==> src/design/pool_data_pkg.sv <==
package pool_data_pkg;

    // one matrix element, signed two's complement.
    typedef logic signed [15:0] word_t;

    // row or column count of the source matrix.
    typedef logic [9:0] dim_t;

    // edge length of the pooling window.
    typedef logic [5:0] win_t;

    // geometry of one pooling job.
    // rows must be a multiple of win_rows and cols a multiple of win_cols.
    typedef struct packed {
        dim_t rows;
        dim_t cols;
        win_t win_rows;
        win_t win_cols;
    } pool_geom_t;

    // the source is stored row-major with a row length of cols.
    // results go out row-major with no gaps between them.
    // so a job yields (rows / win_rows) * (cols / win_cols) words.

endpackage

==> src/design/pool_ctrl_pkg.sv <==
package pool_ctrl_pkg;

    // states of the pooling engine.
    typedef enum logic [1:0] {
        IDLE,  // waiting for start with done high.
        SETUP, // latches the bases and the band step.
        SCAN,  // issues the window reads, then one drain cycle.
        EMIT   // writes the window maximum.
    } pool_state_e;

    // seed for the running maximum, so any element replaces it.
    localparam pool_data_pkg::word_t WORD_MIN = 16'sh8000;

    // each window costs its reads plus one drain and one emit cycle.
    // the job adds the setup cycle and the return to idle.

endpackage

==> src/design/matrix_maxpool.sv <==
module matrix_maxpool #(
    parameter int ADDR_W = 14
) (
    input  logic                      clk,
    input  logic                      reset,

    input  logic                      start,
    output logic                      done,
    input  pool_data_pkg::pool_geom_t geom,
    input  logic [ADDR_W-1:0]         src_base,
    input  logic [ADDR_W-1:0]         dest_base,

    output logic [ADDR_W-1:0]         src_addr,
    input  pool_data_pkg::word_t      src_data,

    output logic                      res_en,
    output logic [ADDR_W-1:0]         res_addr,
    output pool_data_pkg::word_t      res_data
);

    pool_ctrl_pkg::pool_state_e state;

    logic [ADDR_W-1:0]    cur_addr;     // address issued in this cycle.
    logic [ADDR_W-1:0]    win_base;     // top-left of the current window.
    logic [ADDR_W-1:0]    band_base;    // top-left of the first window in the band.
    logic [ADDR_W-1:0]    band_step;
    logic [ADDR_W-1:0]    res_idx;
    logic [ADDR_W-1:0]    row_step;
    logic [ADDR_W-1:0]    next_win;

    pool_data_pkg::win_t  in_row;
    pool_data_pkg::win_t  in_col;
    pool_data_pkg::win_t  win_rows_m1;
    pool_data_pkg::win_t  win_cols_m1;

    pool_data_pkg::dim_t  win_col_pos;  // source column of the window's left edge.
    pool_data_pkg::dim_t  band_row_pos; // source row of the band's top edge.
    pool_data_pkg::dim_t  next_col_pos;
    pool_data_pkg::dim_t  next_row_pos;

    logic                 draining;
    logic                 rd_valid;
    logic                 last_elem;
    logic                 band_end;
    logic                 last_band;

    pool_data_pkg::word_t max_val;

    assign win_rows_m1 = geom.win_rows - pool_data_pkg::win_t'(1);
    assign win_cols_m1 = geom.win_cols - pool_data_pkg::win_t'(1);

    // at the end of a window row, jump to the left edge of the next row.
    assign row_step = ADDR_W'(geom.cols) - ADDR_W'(geom.win_cols) + ADDR_W'(1);

    assign last_elem = (in_row == win_rows_m1) && (in_col == win_cols_m1);

    assign next_col_pos = win_col_pos + pool_data_pkg::dim_t'(geom.win_cols);
    assign next_row_pos = band_row_pos + pool_data_pkg::dim_t'(geom.win_rows);
    assign band_end     = (next_col_pos == geom.cols);
    assign last_band    = (next_row_pos == geom.rows);

    // go right by one window, or down to the start of the next band.
    assign next_win = band_end ? (band_base + band_step)
                               : (win_base + ADDR_W'(geom.win_cols));

    assign src_addr = cur_addr;
    assign res_en   = (state == pool_ctrl_pkg::EMIT);
    assign res_addr = dest_base + res_idx;
    assign res_data = max_val;

    always_ff @(posedge clk) begin
        if (reset) begin
            state    <= pool_ctrl_pkg::IDLE;
            done     <= 1'b1;
            draining <= 1'b0;
            in_row   <= '0;
            in_col   <= '0;
            cur_addr <= '0;
        end else begin
            case (state)
                pool_ctrl_pkg::IDLE: begin
                    if (start) begin
                        done  <= 1'b0;
                        state <= pool_ctrl_pkg::SETUP;
                    end
                end

                pool_ctrl_pkg::SETUP: begin
                    cur_addr     <= src_base;
                    win_base     <= src_base;
                    band_base    <= src_base;
                    band_step    <= ADDR_W'(geom.win_rows) * ADDR_W'(geom.cols);
                    win_col_pos  <= '0;
                    band_row_pos <= '0;
                    res_idx      <= '0;
                    in_row       <= '0;
                    in_col       <= '0;
                    draining     <= 1'b0;
                    state        <= pool_ctrl_pkg::SCAN;
                end

                pool_ctrl_pkg::SCAN: begin
                    if (draining) begin
                        draining <= 1'b0; // the last read is compared in this cycle.
                        state    <= pool_ctrl_pkg::EMIT;
                    end else if (last_elem) begin
                        in_row   <= '0;
                        in_col   <= '0;
                        draining <= 1'b1;
                    end else if (in_col == win_cols_m1) begin
                        in_col   <= '0;
                        in_row   <= in_row + pool_data_pkg::win_t'(1);
                        cur_addr <= cur_addr + row_step;
                    end else begin
                        in_col   <= in_col + pool_data_pkg::win_t'(1);
                        cur_addr <= cur_addr + ADDR_W'(1);
                    end
                end

                pool_ctrl_pkg::EMIT: begin
                    res_idx <= res_idx + ADDR_W'(1);
                    if (band_end && last_band) begin
                        done  <= 1'b1;
                        state <= pool_ctrl_pkg::IDLE;
                    end else begin
                        win_base <= next_win;
                        cur_addr <= next_win;
                        if (band_end) begin
                            band_base    <= next_win;
                            win_col_pos  <= '0;
                            band_row_pos <= next_row_pos;
                        end else begin
                            win_col_pos <= next_col_pos;
                        end
                        state <= pool_ctrl_pkg::SCAN;
                    end
                end

                default: begin
                    done  <= 1'b1;
                    state <= pool_ctrl_pkg::IDLE;
                end
            endcase
        end
    end

    // src_data belongs to the address issued one cycle earlier.
    always_ff @(posedge clk) begin
        if (reset) begin
            rd_valid <= 1'b0;
        end else begin
            rd_valid <= (state == pool_ctrl_pkg::SCAN) && !draining;
        end
    end

    // the compare is signed because both operands are word_t.
    always_ff @(posedge clk) begin
        if (state == pool_ctrl_pkg::SETUP || state == pool_ctrl_pkg::EMIT) begin
            max_val <= pool_ctrl_pkg::WORD_MIN;
        end else if (rd_valid && (src_data > max_val)) begin
            max_val <= src_data;
        end
    end

    // the destination scratchpad is written only while a job runs.
    a_no_write_when_done : assert property (
        @(posedge clk) disable iff (reset) res_en |-> !done
    ) else $error("result written while done is high");

    // the host sees done drop one cycle after it pulses start.
    a_done_falls_after_start : assert property (
        @(posedge clk) disable iff (reset)
            (state == pool_ctrl_pkg::IDLE && start) |=> !done
    ) else $error("done did not fall after start in idle");

endmodule

==> config.mk <==
export PLATFORM = sky130hd
export DESIGN_NAME = matrix_maxpool
export DESIGN_NICKNAME = d
export VERILOG_FILES = /design/src/design/pool_data_pkg.sv /design/src/design/pool_ctrl_pkg.sv /design/src/design/matrix_maxpool.sv
export SDC_FILE = /design/constraint.sdc
export NUM_CORES = 1
export LEC_CHECK = 0
export ABC_CLOCK_PERIOD_IN_PS = 6400
export BUFFER_PORTS_ARGS = -buffer_cell sky130_fd_sc_hd__buf_2
export CORE_MARGIN = 4
export CORE_UTILIZATION = 35
export DETAILED_ROUTE_END_ITERATION = 12
export PLACE_DENSITY = 0.62
export SLEW_MARGIN = 20
export SYNTH_ARGS = -nofsm -noshare
export SYNTH_HDL_FRONTEND = slang
export SYNTH_SLANG_ARGS = --single-unit
==> constraint.sdc <==
create_clock -name clk -period 6.4 [get_ports clk]
set_clock_uncertainty 0.05 [all_clocks]
set_input_delay 0.32 -clock clk [delete_from_list [all_inputs] [get_ports clk]]
set_output_delay 0.32 -clock clk [all_outputs]
set_load 0.01 [all_outputs]
==> results of run 1 <==
[sequential cells by signal (all words and copies together), names as in the netlist]
signal,flops
res_data,16
band_base,14
band_step,14
res_idx,14
src_addr,14
win_base,14
band_row_pos,10
win_col_pos,10
in_col,6
in_row,6
state,2
done,1
draining,1
rd_valid,1
[final timing paths]
kind | cells after the start | slack [ps] | end | start
max | 9 | 1980 | band_base[3] | win_col_pos[0]
min | 3 | 90 | res_data[11] | src_data[11]
max reg2reg | 9 | 1980 | band_base[3] | win_col_pos[0]
min reg2reg | 2 | 440 | res_data[12] | res_data[12]
[per-stage QoR]
| stage | instances | setup WS (ps) | cell area, µm² |
|---|---|---|---|
| floorplan | 1288 | 1860 | 11500 |
| finish | 1844 | 1980 | 13100 |
| detailed placement | 1811 | 1700 | 12500 |
| CTS | 1843 | 1970 | 13100 |
| global placement | 1811 | 1810 | 12500 |
| global route | 1844 | 1680 | 13100 |
[power by group]
part	total [mW]	switching, mW	internal (mW)
clock network	0.990	0.463	0.527
logic	2.14	1.27	0.867
registers	1.22	0.139	1.08
[synth_stat cells, drive strengths merged, types with 3 or more instances]
master	count	area, µm²
nand2	99	374
o311ai	25	219
inv	105	394
nor2b	20	125
nor3	29	145
o21a	14	105
and2	27	169
a21o	24	180
nand3	30	150
a22oi	6	45.0
fa	39	781
o2111ai	16	140
o31a	4	35.0
nor3b	9	67.6
nand2b	11	68.8
nand4	9	56.3
o21ai	62	310
clkbuf	33	125
nor4	3	33.8
ha	108	1350
a21oi	76	388
dfxtp	47	941
buf	17	103
xor2	41	359
o31ai	4	30.0
mux2i	10	100
or3	17	106
nor2	122	465
a311oi	10	150
a2111oi	6	85.1
o21bai	14	105
nand4b	3	26.3
a211oi	12	120
edfxtp	76	2280
o211ai	10	75.1
and3	13	81.3
a31oi	10	62.6
and3b	3	26.3
xnor2	77	674
or2	8	50.1
a31o	3	26.3
a21boi	3	22.5
[cell families after synthesis]
kind of cell,count (synthesis),share of synthesized area
xor gates and xnor gates,119,0.0920
buffers and inverters,156,0.0544
adders and majority gates,147,0.185
DFF,123,0.280
muxes,12,0.0107
and+or+nand+nor,410,0.175
AOI/OAI and AO/OA,321,0.202
[final cells by class]
cell class / count / area [µm²]
clock buffer: 17 / 425
fill: 3293 / 19300
sequential: 123 / 3220
timing repair buffer: 132 / 701
clock inverter: 15 / 166
tap: 442 / 553
inverter: 106 / 398
multi-input combinational: 1009 / 7680
[metal layers]
layer  vias to the layer above  global-route usage
li1                       4836                   -
met5                         -                   0
met2                       222               0.287
met4                         0              0.0470
met3                        35              0.0258
met1                      4658               0.230
[worst max-delay path: cells and delay by family, from the launching register on]
family	cells	cell delay, ps
AOI/OAI and AO/OA	4	1910
and+or+nand+nor	2	800
adders and majority gates	2	710
DFF	1	370
xor gates and xnor gates	1	170
==> results by group, run 1 <==
Synthesis
  – Top FF cell, synth: edfxtp_1
  – Synth async-reset ratio: 0
  – Ys Warns: 0
  – Seq cells post-synth: 123
  – Post-synthesis instance area: 11500 µm²
  – Post-synth EDFFs: 76
  – Syn nets: 1514
  – Cells after synthesis: 1288
  – Synth cell types: 84
  – Mean area per synthesized cell: 8.92 µm²
  – Sequential area share after synthesis: 0.280

Drt
  – Met1 WL: 14100 µm
  – Via count: 9751
  – Initial DRC count: 605
  – Max layer used: met4
  – Routed WL per cell: 16.7 µm
  – DR DRC count: 0
  – Remaining antenna violation count after routing: 0
  – WL met2: 14600 µm
  – Post-DR vias/cell: 5.29
  – TritonRoute pass-1 iters: 5
  – Post-Route WL: 30700 µm
  – Met3 wire len: 1350 µm

Global routing
  – Overflow after GRT: 0
  – Vias in the first global route: 9595
  – Initial antenna violation count: 0
  – First-pass GRT wire length: 49800 µm
  – Largest net degree at the start of global routing: 35
  – Total global-route track usage: 0.171

Final layout
  – ANT cells: 0
  – Ratio of cells with drive above 1 in the final layout: 0.148
  – Layout net count: 1615
  – Area Growth Syn to Fin: 14.4%
  – Final core utilization: 0.405
  – Commonest non-fill, non-tap cells in the layout: 124 x buf_2, 120 x nor2_1, 108 x ha_1, 105 x inv_1, 98 x nand2_1
  – Most common cell after layout, fill and taps aside: buf_2

STA
  – Slew Limit Fails: 0
  – Fin. Hold Viols: 0
  – Relative slew slack: 0.341
  – Period minus WS final: 4420 ps
  – Final Cycle Share: 0.691
  – Finish-stage setup viols: 0
  – RSZ-0062 raised after global routing: no
  – Final hold slack: 89.6 ps
  – Worst-Margin Slew: 982 ps
  – Setup TNS: 0 ps
  – Max frequency: 226 MHz

Floorplan
  – Die ar.: 35800 µm²
  – Die width: 189 µm
  – Initial Utilization: 0.354
  – Floorplan row count: 66
  – Die H: 189 µm
  – Ports: 125
  – Core area: 32500 µm²

Clocking
  – Hold Buf Count CTS: 0
  – CTS HTree Levels: 4
  – CTS sink count: 123
  – # resized after CTS: 0
  – CTS tree: yes
  – Clock Path Buffers: 2
  – Clock transition at path regs: 80 ps
  – CTS Buf Count: 17
  – Setup Buffers After CTS: 0
  – Worst-Skew Late Latency: 440 ps
  – Clk root buf: clkbuf_16

Power and ir drop
  – Power Total: 4.35 mW
  – Pwr Density: 331 nW/µm²
  – Leak: 5.55 nW
  – Worst VDD drop: 0.000146 V

Place
  – IO buf count: 124
  – DPL Wire Length: 23700 µm
  – GPL Wtd Cong: 0.900

Critical path
  – WS Path Type: reg -> reg
  – Critical path required time: 6410 ps
  – Slowest cell on the critical path: o311ai_0
  – Startpoint Class: register
  – Critical path cell sequence: ha_1 -> fa_1 -> xor2_1 -> a211oi_1 -> o311ai_0 -> nor4_1 -> nand4b_1 -> o311ai_0 -> o21ai_0
  – Worst Path Max Fanout: 11
  – Crit path arrival time: 4430 ps
  – Most frequent CP cell: o311ai_0
  – Crit-path max cell delay: 970 ps
  – Crit. End Element: register

Run
  – Max-cap violations: 0

Outcome
  – Outcome: finished, final reports clean

Worst hold path
  – Worst hold path class: in -> reg
No activity file was read; power rests on OpenSTA's default activity.
==> run 2: changes to the inputs <==
--- a/config.mk
+++ b/config.mk
@@ -5,7 +5,8 @@
 export SDC_FILE = /design/constraint.sdc
 export NUM_CORES = 1
 export LEC_CHECK = 0
-export ABC_CLOCK_PERIOD_IN_PS = 6400
+export ABC_AREA = 1
+export ABC_CLOCK_PERIOD_IN_PS = 4500
 export BUFFER_PORTS_ARGS = -buffer_cell sky130_fd_sc_hd__buf_2
 export CORE_MARGIN = 4
 export CORE_UTILIZATION = 35
==> constraint.sdc (replaced) <==
create_clock -name clk -period 4.5 [get_ports clk]
set_clock_uncertainty 0.05 [all_clocks]
set_input_delay 0.225 -clock clk [delete_from_list [all_inputs] [get_ports clk]]
set_output_delay 0.225 -clock clk [all_outputs]
set_load 0.01 [all_outputs]
==> results by group, run 2 <==
Outcome
  – Outcome: finished, final reports clean (unchanged)

Final layout
  – Layout net count: 1923 (was 1615)
  – Most common cell after layout, fill and taps aside: nand2_1 (was buf_2)
  – Ratio of cells with drive above 1 in the final layout: 0.115 (was 0.148)
  – Max reg flops: 16 (unchanged)
  – Final design area excluding fillers: 13100 µm² (about the same)
  – Commonest non-fill, non-tap cells in the layout: 438 x nand2_1, 245 x inv_1, 124 x buf_2, 122 x nor2_1, 113 x a21oi_1 (was 124 x buf_2, 120 x nor2_1, 108 x ha_1, 105 x inv_1, 98 x nand2_1)
  – ANT cells: 0 (unchanged)
  – Post-route insts no fill: 2145 (was 1844)
  – Area Growth Syn to Fin: 14.6% (was 14.4%)

Clocking
  – Clk root buf: clkbuf_16 (unchanged)
  – Clock transition at path regs: 70 ps (was 80 ps)
  – CTS Buf Count: 17 (unchanged)
  – Clock Path Buffers: 2 (unchanged)
  – Worst-Skew Late Latency: 430 ps (was 440 ps)
  – CTS sink count: 123 (unchanged)
  – CTS HTree Levels: 4 (unchanged)
  – # resized after CTS: 0 (unchanged)
  – CTS tree: yes (unchanged)

Global routing
  – Total global-route track usage: 0.179 (was 0.171)
  – Overflow after GRT: 0 (unchanged)
  – First-pass GRT wire length: 51300 µm (was 49800 µm)
  – Vias in the first global route: 9866 (was 9595)
  – Largest net degree at the start of global routing: 32 (was 35)
  – Initial antenna violation count: 0 (unchanged)

Critical path
  – Crit. End Element: register (unchanged)
  – Reg2Reg Capture Point: win_base[2] (was band_base[3])
  – Worst R2R Start: win_col_pos[0] (unchanged)
  – Critical path cell sequence: buf_2 -> nand2_1 -> fa_1 -> fa_1 -> fa_1 -> inv_1 -> ha_1 -> a21oi_1 -> nand2_1 -> a21oi_1 -> o21bai_1 -> nand2_1 -> nand2_1 -> nand2_1 -> a21oi_1 -> o21ai_0 -> nand2_1 -> xor2_1 (was ha_1 -> fa_1 -> xor2_1 -> a211oi_1 -> o311ai_0 -> nor4_1 -> nand4b_1 -> o311ai_0 -> o21ai_0)
  – R2R depth: 16 (was 9)
  – Most frequent CP cell: nand2_1 (was o311ai_0)
  – WS Path Type: in -> reg (was reg -> reg)
  – R2r setup slk: 1010 ps (was 1980 ps)
  – Critical path required time: 4630 ps (was 6410 ps)
  – Family with the most delay on the worst path: adder cells (was compound AO/OA/AOI/OAI gates)
  – Slowest cell on the critical path: fa_1 (was o311ai_0)
  – Worst Path Max Fanout: 11 (unchanged)
  – Bufs and invs on worst path: 2 (was 0)
  – CP startpoint: geom[11] (was win_col_pos[0])
  – Crit path arrival time: 3760 ps (was 4430 ps)
  – Startpoint Class: input port (was register)
  – Crit-path max cell delay: 540 ps (was 970 ps)

STA
  – Relative slew slack: 0.321 (was 0.341)
  – RSZ-0062 raised after global routing: no (unchanged)
  – Setup TNS: 0 ps (unchanged)
  – Period minus WS final: 3630 ps
  – Slew Limit Fails: 0 (unchanged)
  – Final Cycle Share: 0.806
  – Max frequency: 276 MHz
  – Worst-Margin Slew: 1020 ps (was 982 ps)
  – Finish-stage setup viols: 0 (unchanged)
  – Fin. Hold Viols: 0 (unchanged)

Drt
  – DR DRC count: 0 (unchanged)
  – Post-DR vias/cell: 4.86 (was 5.29)
  – Via count: 10415 (was 9751)
  – Remaining antenna violation count after routing: 0 (unchanged)
  – Post-Route WL: 31700 µm (was 30700 µm)
  – Initial DRC count: 803 (was 605)
  – TritonRoute pass-1 iters: 7 (was 5)
  – Routed WL per cell: 14.8 µm (was 16.7 µm)

Synthesis
  – Largest cells by area after synthesis: edfxtp_1 20%, nand2_1 14%, ha_1 12% (was edfxtp_1 20%, ha_1 12%, dfxtp_1 8.2%)
  – Count leader, synth: nand2_1 (was nor2_1)
  – Seq cells post-synth: 123 (unchanged)
  – Synth async-reset ratio: 0 (unchanged)
  – Top cell type's share of synthesized area: 0.200 (was 0.199)
  – Yosys top cell by area: edfxtp_1 (unchanged)
  – Cells after synthesis: 1578 (was 1288)
  – Ys Warns: 0 (unchanged)
  – Synth cell types: 48 (was 84)
  – Sequential area share after synthesis: 0.283 (was 0.280)
  – Mean area per synthesized cell: 7.22 µm² (was 8.92 µm²)
  – Post-synth EDFFs: 76 (unchanged)
  – Post-synthesis instance area: 11400 µm² (was 11500 µm²)
  – Top post-synthesis cells by count: 438 x nand2_1, 245 x inv_1, 123 x nor2_1, 113 x a21oi_1, 108 x ha_1 (was 121 x nor2_1, 108 x ha_1, 105 x inv_1, 98 x nand2_1, 77 x xnor2_1)
  – Top FF cell, synth: edfxtp_1 (unchanged)
  – Syn nets: 1804 (was 1514)

Worst hold path
  – Worst hold endpoint: res_data[0] (was res_data[11])
  – Hold path cells: 3 (unchanged)
  – Worst hold path class: in -> reg (unchanged)
  – Hold_sp: src_data[0] (was src_data[11])

Place
  – DPL Wire Length: 25300 µm (was 23700 µm)
  – IO buf count: 124 (unchanged)
  – Placed Cells: 2111 (was 1811)
  – GPL Wtd Cong: 0.918 (was 0.900)
  – DP Area: 12500 µm² (about the same)

Floorplan
  – Ports: 125 (unchanged)
  – Die width: 188 µm (was 189 µm)
  – Floorplan row count: 65 (was 66)
  – Initial Utilization: 0.358 (was 0.354)
  – Core area: 31900 µm² (was 32500 µm²)
  – Die ar.: 35500 µm² (was 35800 µm²)
  – Die H: 188 µm (was 189 µm)

Power and ir drop
  – Leak: 6.59 nW (was 5.55 nW)
  – Worst VDD drop: 0.000269 V (was 0.000146 V)
  – Power Total: 5.90 mW (was 4.35 mW)
  – Pwr Density: 452 nW/µm² (was 331 nW/µm²)

Run
  – Max-cap violations: 0 (unchanged)
[run 2: cell types whose count changed in the layout (fill, tap and decap cells not counted), moves of 26 or more]
cell,before,now
nand2_1,98,438
nand3_1,30,103
and2_1,26,0
inv_1,105,245
a21oi_1,73,113
xnor2_1,77,33
[run 2: final cells by class]
class	count	area (µm²)
clock buffer	19	475
clock inverter	13	114
fill	3344	18800
inverter	251	942
multi-input combinational	1169	7060
sequential	123	3220
tap	435	544
timing repair buffer	135	708
[run 2: worst max path at each step]
| stage | to | cells after the start |
|---|---|---|
| after floorplan | band_step[12] | 18 |
| after global placement | band_step[12] | 20 |
| after detailed placement | band_step[12] | 18 |
| after CTS | band_step[12] | 18 |
| after global routing | src_addr[12] | 27 |
| final | band_step[12] | 18 |
[run 2: metrics by stage]
step / hold WS, ps / worst slack (ps) / util
floorplan: 310 / 713 / -
global placement: 409 / 554 / 0.391
detailed placement: 419 / 446 / 0.391
CTS: 21.2 / 869 / 0.410
global route: 32.5 / 485 / 0.410
finish: 39.5 / 872 / 0.410
[run 2: tightest hold or removal path: cells and delay by family]
family                 cells  cell delay (ps)
buffers and inverters      1              110
and+or+nand+nor            1               80
AOI/OAI and AO/OA          1               60
[run 2: report_power, final]
group	switching [mW]	total [mW]	internal, mW
combinational	1.79	2.80	1.02
sequential	0.178	1.69	1.51
clock	0.617	1.41	0.793
total	2.58	5.90	3.32
[run 2: cell families (layout without fill, tap and decap cells)]
family,count (synthesis),after routing,synth area share
buffers and inverters,286,418,0.0984
adder cells (fa/ha/maj),147,147,0.187
AND/OR/NAND/NOR,742,742,0.277
flip-flops,123,123,0.283
AO/OA/AOI/OAI,203,203,0.0961
XOR/XNOR,77,77,0.0592
[run 2: layer usage]
layer | track usage | part of all wire
met3 | 0.0233 | 0.046
met2 | 0.301 | 0.47
met4 | 0.0387 | 0.012
met5 | 0 | 0
met1 | 0.246 | 0.47
[run 2: what timing repair did]
action | CTS | global route
buffers inserted | 0 | 0
endpoints found under the hold margin | 2 | 0
hold buffers | 2 | 0
==> run 3: changes to the inputs <==
--- a/config.mk
+++ b/config.mk
@@ -6,12 +6,12 @@
 export NUM_CORES = 1
 export LEC_CHECK = 0
 export ABC_AREA = 1
-export ABC_CLOCK_PERIOD_IN_PS = 4500
+export ABC_CLOCK_PERIOD_IN_PS = 3150
 export BUFFER_PORTS_ARGS = -buffer_cell sky130_fd_sc_hd__buf_2
 export CORE_MARGIN = 4
 export CORE_UTILIZATION = 35
 export DETAILED_ROUTE_END_ITERATION = 12
-export PLACE_DENSITY = 0.62
+export PLACE_DENSITY = 0.64
 export SLEW_MARGIN = 20
 export SYNTH_ARGS = -nofsm -noshare
 export SYNTH_HDL_FRONTEND = slang
==> constraint.sdc (replaced) <==
create_clock -name clk -period 3.15 [get_ports clk]
set_clock_uncertainty 0.05 [all_clocks]
set_input_delay 0.1575 -clock clk [delete_from_list [all_inputs] [get_ports clk]]
set_output_delay 0.1575 -clock clk [all_outputs]
set_load 0.01 [all_outputs]
==> results by group, run 3 (synthesis results as in run 2) <==
Clocking
  – Clk root buf: clkbuf_16 (unchanged)
  – Clock Path Buffers: 2 (unchanged)
  – CTS Buf Count: 17 (unchanged)
  – CTS sink count: 123 (unchanged)
  – CTS HTree Levels: 4 (unchanged)
  – Worst-Skew Late Latency: 440 ps (was 430 ps)
  – Clock transition at path regs: 60 ps (was 70 ps)
  – CTS tree: yes (unchanged)

Power and ir drop
  – Power Total: 9.17 mW (was 5.90 mW)
  – Clk network pwr share: 0.208 (was 0.239)
  – Worst VDD drop: 0.000401 V (was 0.000269 V)
  – Combinational power share: 0.528 (was 0.475)
  – Pwr Density: 615 nW/µm² (was 452 nW/µm²)
  – Seq pwr share: 0.265 (was 0.287)
  – Leak: 7.42 nW (was 6.59 nW)
  – NetSw: 3.94 mW (was 2.58 mW)
  – Internal: 5.23 mW (was 3.32 mW)
  – Sw frac: 0.430 (was 0.437)

Critical path
  – Worst R2R Start: win_col_pos[0] (unchanged)
  – Startpoint Class: input port (unchanged)
  – Crit path arrival time: 3440 ps (was 3760 ps)
  – R2r setup slk: 70 ps (was 1010 ps)
  – Worst Path Max Fanout: 4 (was 11)
  – WS Path Type: in -> reg (unchanged)
  – Slowest cell on the critical path: fa_2 (was fa_1)
  – R2R depth: 19 (was 16)
  – Reg2Reg Capture Point: src_addr[1] (was win_base[2])
  – Critical path required time: 3420 ps (was 4630 ps)
  – Crit-path max cell delay: 440 ps (was 540 ps)
  – Crit. End Element: register (unchanged)

STA
  – Worst-Margin Slew: 956 ps (was 1020 ps)
  – Period minus WS final: 3170 ps
  – Max frequency: 316 MHz
  – Final worst setup slack: -16.6 ps (was 872 ps)
  – Final Cycle Share: 1.01
  – Fin. Hold Viols: 0 (unchanged)
  – Finish-stage setup viols: 1 (was 0)
  – Final hold slack: 4.84 ps (was 39.5 ps)
  – Slew Limit Fails: 0 (unchanged)
  – RSZ-0062 raised after global routing: yes (was no)
  – Relative slew slack: 0.360 (was 0.321)

Drt
  – Via count: 11189 (was 10415)
  – DR DRC count: 0 (unchanged)
  – Initial DRC count: 677 (was 803)
  – Post-Route WL: 34200 µm (was 31700 µm)
  – Remaining antenna violation count after routing: 0 (unchanged)
  – Routed WL per cell: 14.9 µm (was 14.8 µm)
  – Post-DR vias/cell: 4.88 (was 4.86)
  – TritonRoute pass-1 iters: 6 (was 7)

Global routing
  – Overflow after GRT: 0 (unchanged)
  – Total global-route track usage: 0.184 (was 0.179)
  – First-pass GRT wire length: 53400 µm (was 51300 µm)
  – Vias in the first global route: 10720 (was 9866)
  – Largest net degree at the start of global routing: 29 (was 32)
  – Initial antenna violation count: 0 (unchanged)

Place
  – GPL Wtd Cong: 0.896 (was 0.918)
  – Placed Cells: 2222 (was 2111)
  – IO buf count: 124 (unchanged)
  – DPL Wire Length: 26800 µm (was 25300 µm)

Final layout
  – ANT cells: 0 (unchanged)
  – Max reg flops: 16 (unchanged)
  – Filler cells: 3150 (was 3344)
  – Layout net count: 2070 (was 1923)
  – Commonest non-fill, non-tap cells in the layout: 400 x nand2_1, 235 x inv_1, 130 x buf_4, 112 x nor2_1, 109 x buf_2 (was 438 x nand2_1, 245 x inv_1, 124 x buf_2, 122 x nor2_1, 113 x a21oi_1)
  – Post-route insts no fill: 2292 (was 2145)
  – Ratio of cells with drive above 1 in the final layout: 0.233 (was 0.115)
  – Most common cell after layout, fill and taps aside: nand2_1 (unchanged)
  – Area Growth Syn to Fin: 30.8% (was 14.6%)

Worst hold path
  – Hold path cells: 3 (unchanged)
  – Hold_sp: src_data[1] (was src_data[0])
  – Worst hold path class: in -> reg (unchanged)
  – Worst hold endpoint: res_data[1] (was res_data[0])

Floorplan
  – Core area: 31900 µm² (unchanged)
  – Die H: 188 µm (unchanged)
  – Die ar.: 35500 µm² (unchanged)
  – Initial Utilization: 0.358 (unchanged)
  – Ports: 125 (unchanged)
  – Die width: 188 µm (unchanged)
  – Floorplan row count: 65 (unchanged)

Run
  – Max-cap violations: 0 (unchanged)

Outcome
  – Outcome: finished with violations (was finished, final reports clean)
  – Violations in the final reports: setup timing
-- run 3: cell types whose count changed in the layout (fill, tap and decap cells not counted), sizes merged --
cell and change:
inv -5, clkinv +2, buf +130, dlygate4sd3 +13, clkinvlp +2, clkbuf +2, nand2 +3
-- run 3: metal layers --
metal | global-route usage | part of all wire | vias up
met2 | 0.310 | 0.47 | 290
met4 | 0.0502 | 0.015 | 0
li1 | - | - | 5640
met5 | 0 | 0 | -
met3 | 0.0239 | 0.050 | 41
met1 | 0.251 | 0.47 | 5218
-- run 3: final cells by class --
class | instances | area [µm²] | area share
multi-input combinational | 1172 | 7550 | 0.507
inverter | 251 | 948 | 0.0636
tap | 435 | 544 | 0.0365
clock buffer | 21 | 483 | 0.0324
clock inverter | 11 | 82.6 | 0.00554
timing repair buffer | 278 | 2060 | 0.138
timing repair inverter | 1 | 7.51 | 0.000504
sequential | 123 | 3220 | 0.216
-- run 3: worst max-delay path by stage --
stage                    start       endpoint  slack (ps)  cells past startpoint
floorplan              geom[8]  band_step[12]        -340                     20
global placement      geom[12]   src_addr[11]        -580                     27
detailed placement    geom[12]   src_addr[11]        -560                     27
finish                geom[12]   src_addr[10]         -20                     25
CTS                 res_idx[0]   res_addr[12]         -10                     15
global route           geom[2]   src_addr[11]        -280                     29
-- run 3: power groups by stage --
| stage | sequential, mW | combinational (mW) | clock (mW) |
|---|---|---|---|
| after floorplan | 2.40 | 3.01 | 0 |
| after global placement | 2.44 | 4.22 | 0 |
| after detailed placement | 2.45 | 4.31 | 0 |
| after CTS | 2.42 | 4.40 | 1.93 |
| after global routing | 2.46 | 5.41 | 2.00 |
| final | 2.43 | 4.84 | 1.90 |
-- run 3: metrics by stage --
| step | worst slack (ps) | util | instance area, µm² | TNS, ps |
|---|---|---|---|---|
| floorplan | -345 | - | 11500 | -1500 |
| global placement | -581 | 0.422 | 13400 | -6400 |
| detailed placement | -564 | 0.422 | 13400 | -7690 |
| CTS | -14.3 | 0.448 | 14300 | -14.3 |
| global route | -280 | 0.468 | 14900 | -6700 |
| finish | -16.6 | 0.468 | 14900 | -16.6 |
-- run 3: repair_timing --
item / in CTS / in global routing
resized for setup: 27 / 145
setup endpoints to repair: 20 / 102
setup buffers: 5 / 13
hold buffers: 15 / 0
pin swaps: 15 / 73
hold endpoints to repair: 15 / 0
gates cloned: 0 / 5
-- run 3: worst max-delay path: cells and delay by family --
kind	cells	cell delay [ps]
simple gates	13	1370
fa+ha+maj	3	910
buf+inv	7	730
compound gates	2	270
